$ cat src/include/ppu_macros.svh
/* Constants for the background PPU. Geometry values are sized to the counter widths.
   Line timing assumes 341 cycles per line and 262 lines per frame */
`ifndef PPU_MACROS_SVH
`define PPU_MACROS_SVH

// Widths
`define PPU_POS_W    9   // Cycle and scanline counters
`define PPU_VADDR_W  15  // Scroll register width
`define PPU_BUS_AW   14  // VRAM bus address width
`define PPU_COLOR_W  6   // Palette entry width

// Line and frame geometry
`define PPU_LAST_CYCLE      9'd340
`define PPU_LAST_GROUP      6'd42   // Cycles 336..340
`define PPU_VBL_START_LINE  9'd240
`define PPU_VBL_END_LINE    9'd260

// Scroll copy and increment points
`define PPU_HRESET_CYCLE  9'd256
`define PPU_VINC_CYCLE    9'd251
`define PPU_VCOPY_CYCLE   9'd304

// CPU register indices
`define PPU_REG_CTRL    3'd0
`define PPU_REG_MASK    3'd1
`define PPU_REG_STATUS  3'd2
`define PPU_REG_SCROLL  3'd5
`define PPU_REG_ADDR    3'd6
`define PPU_REG_DATA    3'd7

// High address bits of the palette page
`define PPU_PAL_PAGE  6'h3F

`endif
$ cat src/hw/ppu_pkg.sv
/* Shared struct types of the background PPU */
`default_nettype none

`include "ppu_macros.svh"

package ppu_pkg;

  typedef struct packed {
    logic [2:0] ain;    // Register index
    logic [7:0] din;
    logic       read;
    logic       write;
  } cpu_bus_t;

  typedef struct packed {
    logic [`PPU_POS_W-1:0] scanline;  // All-ones is pre-render
    logic [`PPU_POS_W-1:0] cycle;
  } frame_pos_t;

  typedef struct packed {
    logic end_of_line;      // Last cycle of the line
    logic last_group;       // Cycles 336 and up
    logic entering_vblank;
    logic exiting_vblank;
    logic in_vblank;        // Level
    logic pre_render;       // Level
  } frame_evt_t;

  typedef struct packed {
    logic vbl_enable;  // NMI on vblank
    logic bg_patt;     // Background pattern table
    logic incr_32;     // Data port step of 32
  } ppu_ctrl_t;

  typedef struct packed {
    logic grayscale;
    logic bg_clip_show;  // Show left 8 columns
    logic bg_enable;
  } ppu_mask_t;

  // Single-cycle pulses, asserted with the CPU access
  typedef struct packed {
    logic wr_ctrl;
    logic wr_scroll;
    logic wr_addr;
    logic data_access;
    logic status_read;
  } scroll_cmd_t;

  typedef logic [`PPU_VADDR_W-1:0] vram_addr_t;

endpackage

`default_nettype wire

$ cat src/hw/ppu_top.sv
/* Background-only PPU, one pixel per clk. No sprites, no clock enable.
   vram_a shows the current address outside rendering, the fetch address during it */
`timescale 1ns/1ps
`default_nettype none

`include "ppu_macros.svh"

module ppu_top import ppu_pkg::*; (
  input  logic                    clk,
  input  logic                    reset,
  input  cpu_bus_t                cpu,
  output logic [7:0]              dout,
  output logic                    nmi,
  output logic [`PPU_COLOR_W-1:0] color,
  output logic                    vram_r,
  output logic                    vram_w,
  output logic [`PPU_BUS_AW-1:0]  vram_a,
  input  logic [7:0]              vram_din,
  output logic [7:0]              vram_dout,
  output frame_pos_t              pos
);

  frame_evt_t  evt;
  ppu_ctrl_t   ctrl;
  ppu_mask_t   mask;
  scroll_cmd_t scmd;
  vram_addr_t  v;
  logic [2:0]  fine_x;
  logic        pal_sel;
  logic [`PPU_BUS_AW-1:0] fetch_addr;
  logic [3:0]  bg_pixel;
  logic [4:0]  pal_addr;
  logic        pal_we;
  logic        is_rendering;

  // Line 240 is idle even with the background on
  assign is_rendering = mask.bg_enable && !evt.in_vblank &&
                        (pos.scanline != `PPU_VBL_START_LINE);

  assign vram_a    = is_rendering ? fetch_addr : v[`PPU_BUS_AW-1:0];
  assign vram_dout = cpu.din;

  // Pixel while drawing, CPU address in the palette page, else backdrop
  assign pal_addr = is_rendering ? {1'b0, bg_pixel} : (pal_sel ? v[4:0] : 5'd0);
  assign pal_we   = scmd.data_access && cpu.write && pal_sel;

  ppu_frame_timing u_timing (
    .clk          (clk),
    .reset        (reset),
    .is_rendering (is_rendering),
    .pos          (pos),
    .evt          (evt)
  );

  ppu_regs u_regs (
    .clk          (clk),
    .reset        (reset),
    .cpu          (cpu),
    .evt          (evt),
    .pal_sel      (pal_sel),
    .is_rendering (is_rendering),
    .vram_din     (vram_din),
    .color        (color),
    .ctrl         (ctrl),
    .mask         (mask),
    .scmd         (scmd),
    .vram_r       (vram_r),
    .vram_w       (vram_w),
    .dout         (dout),
    .nmi          (nmi)
  );

  ppu_scroll u_scroll (
    .clk          (clk),
    .reset        (reset),
    .scmd         (scmd),
    .din          (cpu.din),
    .ctrl         (ctrl),
    .evt          (evt),
    .pos          (pos),
    .is_rendering (is_rendering),
    .v            (v),
    .fine_x       (fine_x),
    .pal_sel      (pal_sel)
  );

  ppu_bg_fetch u_bg (
    .clk          (clk),
    .reset        (reset),
    .pos          (pos),
    .evt          (evt),
    .v            (v),
    .fine_x       (fine_x),
    .ctrl         (ctrl),
    .mask         (mask),
    .is_rendering (is_rendering),
    .vram_din     (vram_din),
    .fetch_addr   (fetch_addr),
    .bg_pixel     (bg_pixel)
  );

  ppu_palette u_palette (
    .clk       (clk),
    .addr      (pal_addr),
    .din       (cpu.din[`PPU_COLOR_W-1:0]),
    .we        (pal_we),
    .grayscale (mask.grayscale),
    .color     (color)
  );

endmodule

`default_nettype wire

$ cat src/hw/ppu_palette.sv
/* 32-entry palette RAM, no reset and no initial contents.
   Read is combinational, write lands at the clock edge */
`timescale 1ns/1ps
`default_nettype none

`include "ppu_macros.svh"

module ppu_palette (
  input  logic                    clk,
  input  logic [4:0]              addr,
  input  logic [`PPU_COLOR_W-1:0] din,
  input  logic                    we,
  input  logic                    grayscale,
  output logic [`PPU_COLOR_W-1:0] color
);

  logic [`PPU_COLOR_W-1:0] mem [0:31];
  logic [4:0]              eff_addr;   // After backdrop mirroring
  logic [`PPU_COLOR_W-1:0] raw;

  // Every x0 entry maps onto the backdrop
  assign eff_addr = (addr[1:0] == 2'b00) ? 5'd0 : addr;
  assign raw      = mem[eff_addr];
  assign color    = grayscale ? {raw[5:4], 4'b0000} : raw;   // Keep luma only

  always_ff @(posedge clk) begin
    // Entries 4, 8, 12 and their mirrors are read-only
    if (we && !(addr[3:2] != 2'b00 && addr[1:0] == 2'b00))
      mem[eff_addr] <= din;
  end

endmodule

`default_nettype wire

$ cat src/hw/ppu_bg_fetch.sv
/* Background tile fetch and pixel shifters, frozen while rendering is off.
   The second pattern byte is not stored; it is loaded live from vram_din at phase 7 */
`timescale 1ns/1ps
`default_nettype none

`include "ppu_macros.svh"

module ppu_bg_fetch import ppu_pkg::*; (
  input  logic       clk,
  input  logic       reset,
  input  frame_pos_t pos,
  input  frame_evt_t evt,
  input  vram_addr_t v,
  input  logic [2:0] fine_x,
  input  ppu_ctrl_t  ctrl,
  input  ppu_mask_t  mask,
  input  logic       is_rendering,
  input  logic [7:0] vram_din,
  output logic [`PPU_BUS_AW-1:0] fetch_addr,
  output logic [3:0] bg_pixel
);

  logic [2:0]  phase;
  logic [7:0]  name_byte;
  logic [1:0]  attr_bits;   // Quadrant of the attribute byte
  logic [7:0]  patt_lo;
  logic [15:0] shift_lo;
  logic [15:0] shift_hi;
  logic [8:0]  shift_a0;
  logic [8:0]  shift_a1;
  logic        shift_en;
  logic        show_bg;
  logic [3:0]  idx;

  assign phase    = pos.cycle[2:0];
  assign shift_en = is_rendering && !evt.last_group;

  always_comb begin
    case (phase[2:1])
      2'd0:    fetch_addr = {2'b10, v[11:0]};                               // Name
      2'd1:    fetch_addr = {2'b10, v[11:10], 4'b1111, v[9:7], v[4:2]};     // Attribute
      default: fetch_addr = {1'b0, ctrl.bg_patt, name_byte, phase[1], v[14:12]};  // Pattern
    endcase
  end

  always_ff @(posedge clk) begin
    if (reset) begin
      name_byte <= '0;
      attr_bits <= '0;
      patt_lo   <= '0;
      shift_lo  <= '0;
      shift_hi  <= '0;
      shift_a0  <= '0;
      shift_a1  <= '0;
    end else if (is_rendering) begin
      case (phase)
        3'd1: name_byte <= vram_din;
        3'd3: begin
          case ({v[6], v[1]})      // Coarse Y bit 1, coarse X bit 1
            2'b00:   attr_bits <= vram_din[1:0];
            2'b01:   attr_bits <= vram_din[3:2];
            2'b10:   attr_bits <= vram_din[5:4];
            default: attr_bits <= vram_din[7:6];
          endcase
        end
        3'd5: patt_lo <= vram_din;
        default: ;
      endcase
      if (shift_en) begin
        shift_lo[14:0] <= shift_lo[15:1];
        shift_hi[14:0] <= shift_hi[15:1];
        shift_a0[7:0]  <= shift_a0[8:1];
        shift_a1[7:0]  <= shift_a1[8:1];
        if (phase == 3'd7) begin
          // Leftmost pixel is bit 7, so reverse into the LSB-first pipe
          shift_lo[15:8] <= {<<{patt_lo}};
          shift_hi[15:8] <= {<<{vram_din}};
          shift_a0[8]    <= attr_bits[0];
          shift_a1[8]    <= attr_bits[1];
        end
      end
    end
  end

  assign idx = {1'b0, fine_x};
  // Left 8 columns blanked unless clip-show
  assign show_bg = (mask.bg_clip_show || pos.cycle[7:3] != 5'd0) && mask.bg_enable;
  assign bg_pixel = {shift_a1[idx], shift_a0[idx],
                     show_bg ? {shift_hi[idx], shift_lo[idx]} : 2'b00};

endmodule

`default_nettype wire

$ cat src/hw/ppu_scroll.sv
/* Temporary and current VRAM address with fine X and the shared write latch.
   Coarse Y wraps at row 29 only; rows 30 and 31 count on to 0 without a table switch */
`timescale 1ns/1ps
`default_nettype none

`include "ppu_macros.svh"

module ppu_scroll import ppu_pkg::*; (
  input  logic        clk,
  input  logic        reset,
  input  scroll_cmd_t scmd,
  input  logic [7:0]  din,
  input  ppu_ctrl_t   ctrl,
  input  frame_evt_t  evt,
  input  frame_pos_t  pos,
  input  logic        is_rendering,
  output vram_addr_t  v,
  output logic [2:0]  fine_x,
  output logic        pal_sel
);

  vram_addr_t t;        // Temporary address
  logic       w_latch;  // Second write pending
  logic       fetch_win;

  // Tile fetch windows, visible part and next-line prefetch
  assign fetch_win = (pos.cycle < `PPU_HRESET_CYCLE) ||
                     (pos.cycle >= 9'd320 && pos.cycle < 9'd336);
  assign pal_sel = (v[13:8] == `PPU_PAL_PAGE);

  always_ff @(posedge clk) begin
    if (reset) begin
      v       <= '0;
      t       <= '0;
      fine_x  <= '0;
      w_latch <= 1'b0;
    end else begin
      if (is_rendering) begin
        // Coarse X step after the attribute fetch
        if (pos.cycle[2:0] == 3'd3 && fetch_win) begin
          v[4:0] <= v[4:0] + 5'd1;
          v[10]  <= v[10] ^ (v[4:0] == 5'd31);
        end
        if (pos.cycle == `PPU_VINC_CYCLE) begin
          v[14:12] <= v[14:12] + 3'd1;   // Fine Y
          if (v[14:12] == 3'd7) begin
            if (v[9:5] == 5'd29) begin
              v[9:5] <= 5'd0;
              v[11]  <= ~v[11];          // Next table down
            end else begin
              v[9:5] <= v[9:5] + 5'd1;
            end
          end
        end
        if (pos.cycle == `PPU_HRESET_CYCLE)
          {v[10], v[4:0]} <= {t[10], t[4:0]};
        if (pos.cycle == `PPU_VCOPY_CYCLE && evt.pre_render)
          v <= t;   // Full reload for the new frame
      end
      // CPU side, overrides the render updates
      if (scmd.wr_ctrl) begin
        t[11:10] <= din[1:0];  // Name table select
      end else if (scmd.wr_scroll) begin
        if (!w_latch) begin
          t[4:0] <= din[7:3];
          fine_x <= din[2:0];
        end else begin
          t[9:5]   <= din[7:3];
          t[14:12] <= din[2:0];
        end
        w_latch <= ~w_latch;
      end else if (scmd.wr_addr) begin
        if (!w_latch) begin
          t[13:8] <= din[5:0];
          t[14]   <= 1'b0;
        end else begin
          t[7:0] <= din;
          v      <= {t[14:8], din};
        end
        w_latch <= ~w_latch;
      end else if (scmd.status_read) begin
        w_latch <= 1'b0;
      end else if (scmd.data_access && !is_rendering) begin
        v <= v + (ctrl.incr_32 ? 15'd32 : 15'd1);
      end
    end
  end

endmodule

`default_nettype wire

$ cat src/hw/ppu_regs.sv
/* CPU register file. No handshake: read and write are one-cycle strobes.
   Status returns only the vblank flag. Data reads see the buffer one access late */
`timescale 1ns/1ps
`default_nettype none

`include "ppu_macros.svh"

module ppu_regs import ppu_pkg::*; (
  input  logic        clk,
  input  logic        reset,
  input  cpu_bus_t    cpu,
  input  frame_evt_t  evt,
  input  logic        pal_sel,
  input  logic        is_rendering,
  input  logic [7:0]  vram_din,
  input  logic [`PPU_COLOR_W-1:0] color,
  output ppu_ctrl_t   ctrl,
  output ppu_mask_t   mask,
  output scroll_cmd_t scmd,
  output logic        vram_r,
  output logic        vram_w,
  output logic [7:0]  dout,
  output logic        nmi
);

  logic       vbl_flag;    // Set entering vblank
  logic [7:0] read_buf;    // Delayed data port
  logic       read_pend;   // vram_r seen last cycle
  logic       cycle_odd;   // Beam cycle parity
  logic       data_rd;
  logic       data_wr;

  assign data_rd = cpu.read && (cpu.ain == `PPU_REG_DATA);
  assign data_wr = cpu.write && (cpu.ain == `PPU_REG_DATA);

  assign scmd.wr_ctrl     = cpu.write && (cpu.ain == `PPU_REG_CTRL);
  assign scmd.wr_scroll   = cpu.write && (cpu.ain == `PPU_REG_SCROLL);
  assign scmd.wr_addr     = cpu.write && (cpu.ain == `PPU_REG_ADDR);
  assign scmd.data_access = data_rd || data_wr;
  assign scmd.status_read = cpu.read && (cpu.ain == `PPU_REG_STATUS);

  // Fetches use every even cycle except end of line
  assign vram_r = data_rd || (is_rendering && !cycle_odd && !evt.end_of_line);
  assign vram_w = data_wr && !pal_sel && !is_rendering;   // Palette writes go to the RAM

  assign nmi = vbl_flag && ctrl.vbl_enable;

  always_ff @(posedge clk) begin
    if (reset) begin
      ctrl      <= '0;
      mask      <= '0;
      vbl_flag  <= 1'b0;
      read_buf  <= '0;
      read_pend <= 1'b0;
      cycle_odd <= 1'b0;
    end else begin
      if (scmd.wr_ctrl) begin
        ctrl.vbl_enable <= cpu.din[7];
        ctrl.bg_patt    <= cpu.din[4];
        ctrl.incr_32    <= cpu.din[2];
      end
      if (cpu.write && (cpu.ain == `PPU_REG_MASK)) begin
        mask.grayscale    <= cpu.din[0];
        mask.bg_clip_show <= cpu.din[1];
        mask.bg_enable    <= cpu.din[3];
      end
      if (evt.exiting_vblank)
        vbl_flag <= 1'b0;
      if (evt.entering_vblank)
        vbl_flag <= 1'b1;
      if (scmd.status_read)  // Read clears, wins over set
        vbl_flag <= 1'b0;
      // Data is on the bus one cycle after vram_r
      read_pend <= vram_r;
      if (read_pend)
        read_buf <= vram_din;
      cycle_odd <= evt.end_of_line ? 1'b0 : ~cycle_odd;  // Follows cycle[0]
    end
  end

  always_comb begin
    case (cpu.ain)
      `PPU_REG_STATUS: dout = {vbl_flag, 7'b0};
      default:         dout = pal_sel ? {2'b00, color} : read_buf;
    endcase
  end

endmodule

`default_nettype wire

$ cat src/hw/ppu_frame_timing.sv
/* Beam counters. Events are combinational from the counters.
   Reset starts at scanline 0 inside vblank, so the first frame is blank */
`timescale 1ns/1ps
`default_nettype none

`include "ppu_macros.svh"

module ppu_frame_timing import ppu_pkg::*; (
  input  logic       clk,
  input  logic       reset,
  input  logic       is_rendering,
  output frame_pos_t pos,
  output frame_evt_t evt
);

  logic [`PPU_POS_W-1:0] cycle;
  logic [`PPU_POS_W-1:0] scanline;
  logic [`PPU_POS_W-1:0] last_cycle;
  logic in_vblank;
  logic odd_frame;    // Toggles once per frame
  logic pre_render;
  logic short_line;
  logic end_of_line;

  assign pre_render = (scanline == '1);
  // Odd frames drop one cycle of the pre-render line
  assign short_line = pre_render && odd_frame && is_rendering;
  assign last_cycle = short_line ? `PPU_LAST_CYCLE - 9'd1 : `PPU_LAST_CYCLE;
  assign end_of_line = (cycle == last_cycle);

  assign evt.end_of_line     = end_of_line;
  assign evt.last_group      = (cycle[8:3] == `PPU_LAST_GROUP);
  assign evt.entering_vblank = end_of_line && (scanline == `PPU_VBL_START_LINE);
  assign evt.exiting_vblank  = end_of_line && (scanline == `PPU_VBL_END_LINE);
  assign evt.in_vblank       = in_vblank;
  assign evt.pre_render      = pre_render;

  assign pos.scanline = scanline;
  assign pos.cycle    = cycle;

  always_ff @(posedge clk) begin
    if (reset) begin
      cycle     <= '0;
      scanline  <= '0;
      in_vblank <= 1'b1;
      odd_frame <= 1'b0;
    end else begin
      cycle <= end_of_line ? '0 : cycle + 9'd1;
      if (evt.entering_vblank)
        in_vblank <= 1'b1;
      else if (evt.exiting_vblank)
        in_vblank <= 1'b0;
      if (end_of_line) begin
        // 260 wraps to the pre-render line, all-ones wraps to 0
        scanline <= evt.exiting_vblank ? '1 : scanline + 9'd1;
        if (evt.exiting_vblank)
          odd_frame <= ~odd_frame;
      end
    end
  end

endmodule

`default_nettype wire

$ cat config.mk
export PLATFORM = sky130hd
export DESIGN_NAME = ppu_top
export DESIGN_NICKNAME = d
export VERILOG_FILES = /design/src/hw/ppu_pkg.sv /design/src/hw/ppu_top.sv /design/src/hw/ppu_palette.sv /design/src/hw/ppu_bg_fetch.sv /design/src/hw/ppu_scroll.sv /design/src/hw/ppu_regs.sv /design/src/hw/ppu_frame_timing.sv
export VERILOG_INCLUDE_DIRS = /design/src /design/src/include
export SDC_FILE = /design/constraint.sdc
export NUM_CORES = 1
export LEC_CHECK = 0
export BUFFER_PORTS_ARGS = -buffer_cell sky130_fd_sc_hd__buf_4
export CAP_MARGIN = 20
export CORE_AREA = 2 2 158 160
export DETAILED_ROUTE_END_ITERATION = 12
export DIE_AREA = 0 0 160 162
export GPL_TIMING_DRIVEN = 0
export PLACE_DENSITY = 0.79
export SLEW_MARGIN = 5
export SYNTH_ARGS = -nofsm -noshare
export SYNTH_HDL_FRONTEND = slang
export SYNTH_HIERARCHICAL = 1
export SYNTH_SLANG_ARGS = --single-unit
$ cat constraint.sdc
create_clock -name clk -period 4.39 [get_ports clk]
set_clock_uncertainty 0.2 [all_clocks]
set_input_delay 0.878 -clock clk [delete_from_list [all_inputs] [get_ports clk]]
set_output_delay 0.878 -clock clk [all_outputs]
set_load 0.02 [all_outputs]
==> results.toml <==
[outcome]
status = "finished, violations left"
violations = "negative setup slack"

[synth]
synth_edf_count = 154
async_flop_share = 0
avgSynthCellArea_um2 = 10.6
synth_top_area_cell = "edfxtp_1"
synth_top_area_frac = 0.319
yosysSeqAreaShare = 0.510
synthXorXnorAreaFrac = 0.0115
synth_top_family_by_area = "simple AND/OR/NAND/NOR gates"
synth.distinct_cells = 108
synthSimpleGateAreaFrac = 0.174
synthCells = 1368
ys_warn_count = 6
netlist_top_cells_area = "edfxtp_1 32%, dfxtp_1 19%, mux2i_1 5.7%"
syn_area_um2 = 14500
yosys_register_bits = 293
synth-compound-area-share = 0.138
synth-main-ff-cell = "edfxtp_1"
synthAdderAreaFrac = 0.0112
yosys-mux-area-fraction = 0.109

[worst_setup_path]
path_delay_family = "simple AND/OR/NAND/NOR gates"
cpMaxStageDelayCell = "or4_4"
worst_setup_path_end_kind = "output port"
critical_path_class = "reg -> out"
crit_chain = "or4_4, o31ai_4, nor4_2, inv_1, mux2i_1, buf_6, buf_12, mux4_2, and2_1, a211oi_2, or4_4, nor3_4, mux2i_1, nor2_2, buf_6"
critPathMaxStageDelay_ns = 0.57
cp_data_required_time_ns = 3.31
startpoint_type = "register"
crit_cells = 15
r2r_cells = 8
worst-path-buf-inv = 4
cp.arrival_ns = 4.14
cp_max_fo = 8

[grt]
grt_pass1_vias = 11500
grt_max_degree = 34
grt_first_pass_wirelength_um = 65800
grt_overflow = 0
antenna_found_initial = 0
grt_usage = 0.325

[min_path]
whs_path_depth = 1
hold_class = "reg -> reg"

[timing]
slew_violations = 0
setup-tns-final_ns = -8.42
period_minus_slack_ns = 5.22
setup_viol_count_final = 13
grt_setup_unrepaired = "true"
layout_setup_ws_ns = -0.826
fmax_mhz = 192
maxSlewHeadroom = 0.524
finalCritPeriodShare = 1.19
hold_slack_ns = 0.220
hold_viol_final = 0
worstMarginPinSlew_ns = 0.710

[die]
die_h_um = 162
die_x_um = 160
initial_core_util = 0.602
rows = 57
dieArea_um2 = 25900
ios = 80
core_area_um2 = 24100

[cells_and_area]
final_cell_mix = "171 x nand2_1, 154 x edfxtp_1, 126 x dfxtp_1"
final_cell_area_um2 = 17400
final_common_cell = "nand2_1"
finish.utilization = 0.722
finalNonFillerCells = 1852
syn2layout_area_growth_pct = 19.9
layout.nets = 1539
antenna_cells = 0
drive_gt1_frac = 0.236

[job]
cap_violations = 0

[drt]
ant_nets = 0
drc = 0
drt_iter0_markers = 1462
wl_per_cell_um = 23.1
drtPass1Iterations = 5
wl_um = 42700
num_vias = 12000
viasPerCell = 6.49

[power_and_ir_drop]
p_leak_nw = 5.92
irDropWorstVdd_uv = 243
p_total_mw = 5.89
pwr_density_cell_nw_per_um2 = 339

[cts]
clockRootBuffer = "clkbuf_16"
cts_tree = "done"
cts_sinks = 293
cts_max_level = 1
cts_made_buffers = 31
clk_latency_ns = 0.56
clockBufferDepth = 3
clk_pin_slew_ns = 0.06

[place]
placed_area_um2 = 15500
place_inst = 1772
dp_slack_ns = -1.05
io_buffers = 77
place_congestion = 1.02
dpl.hpwl_um = 28400
==> sequential cells by signal, indices dropped and copies added, names as in the netlist, 9 cells and up <==
register	cells
u_bg/shift_a0	9
u_bg/shift_a1	9
u_bg/shift_hi	16
u_bg/shift_lo	16
u_palette/mem	154
u_scroll/t	15
u_scroll/v	15
u_timing/cycle	9
u_timing/scanline	9
==> cell families (layout without fill, tap and decap cells) <==
logic type	Yosys count	count (layout)
multiplexers	131	131
AND/OR/NAND/NOR	497	497
buffers and inverters	125	282
flip-flops	293	293
adder cells (fa/ha/maj)	13	13
XOR/XNOR	19	19
other	1	4
AO/OA/AOI/OAI	289	289
==> final cells by class <==
| cell class | instances | area (µm²) |
|---|---|---|
| well taps | 324 | 405 |
| fillers | 1797 | 6700 |
| inverters | 24 | 90.1 |
| clock buffers | 44 | 866 |
| flip-flops and latches | 293 | 7430 |
| multi-input cells | 953 | 6870 |
| clock inverters | 14 | 171 |
| plain buffers | 101 | 734 |
| repair buffers | 99 | 835 |
==> power breakdown <==
group          leakage (nW)  internal [mW]  switching, mW
logic                  2.90          0.107          0.180
clock network         0.505           1.60           1.08
registers              2.52           2.90         0.0319
total                  5.92           4.60           1.29
==> synthesized netlist by cell type (all sizes together) (12+ instances only) <==
master / count
nor2: 129
nand3: 26
a221oi: 24
inv: 24
clkbuf: 43
a211oi: 29
dfxtp: 139
nor3: 30
mux2i: 83
a311oi: 18
nand4: 12
a21oi: 85
mux2: 37
nand2: 174
ha: 13
nand2b: 26
edfxtp: 154
nor2b: 19
buf: 58
o21ai: 38
==> layer usage <==
| metal | global-route usage | up-vias | wire length, µm |
|---|---|---|---|
| li1 | - | 5357 | - |
| met1 | 0.454 | 5873 | 17400 |
| met2 | 0.515 | 682 | 19600 |
| met3 | 0.0621 | 110 | 4280 |
| met4 | 0.113 | 0 | 1420 |
| met5 | 0 | - | 0 |
==> path summary, 6_finish.rpt <==
kind         slack, ns                    to               from
min reg2reg       0.22      u_regs/cycle_odd   u_regs/cycle_odd
max              -0.83               dout[1]  u_timing/cycle[5]
min               0.22      u_regs/cycle_odd   u_regs/cycle_odd
max reg2reg       0.38  u_palette/mem[31][2]      u_scroll/v[8]
==> what timing repair did <==
action                                  in CTS  in global routing
hold buffers                                 0                  0
cloned                                       2                  0
pin swaps                                   18                 23
resized for setup                           98                 55
endpoints found under the setup margin      43                 13
buffers inserted                            11                  9
No activity file was read; power rests on OpenSTA's default activity.
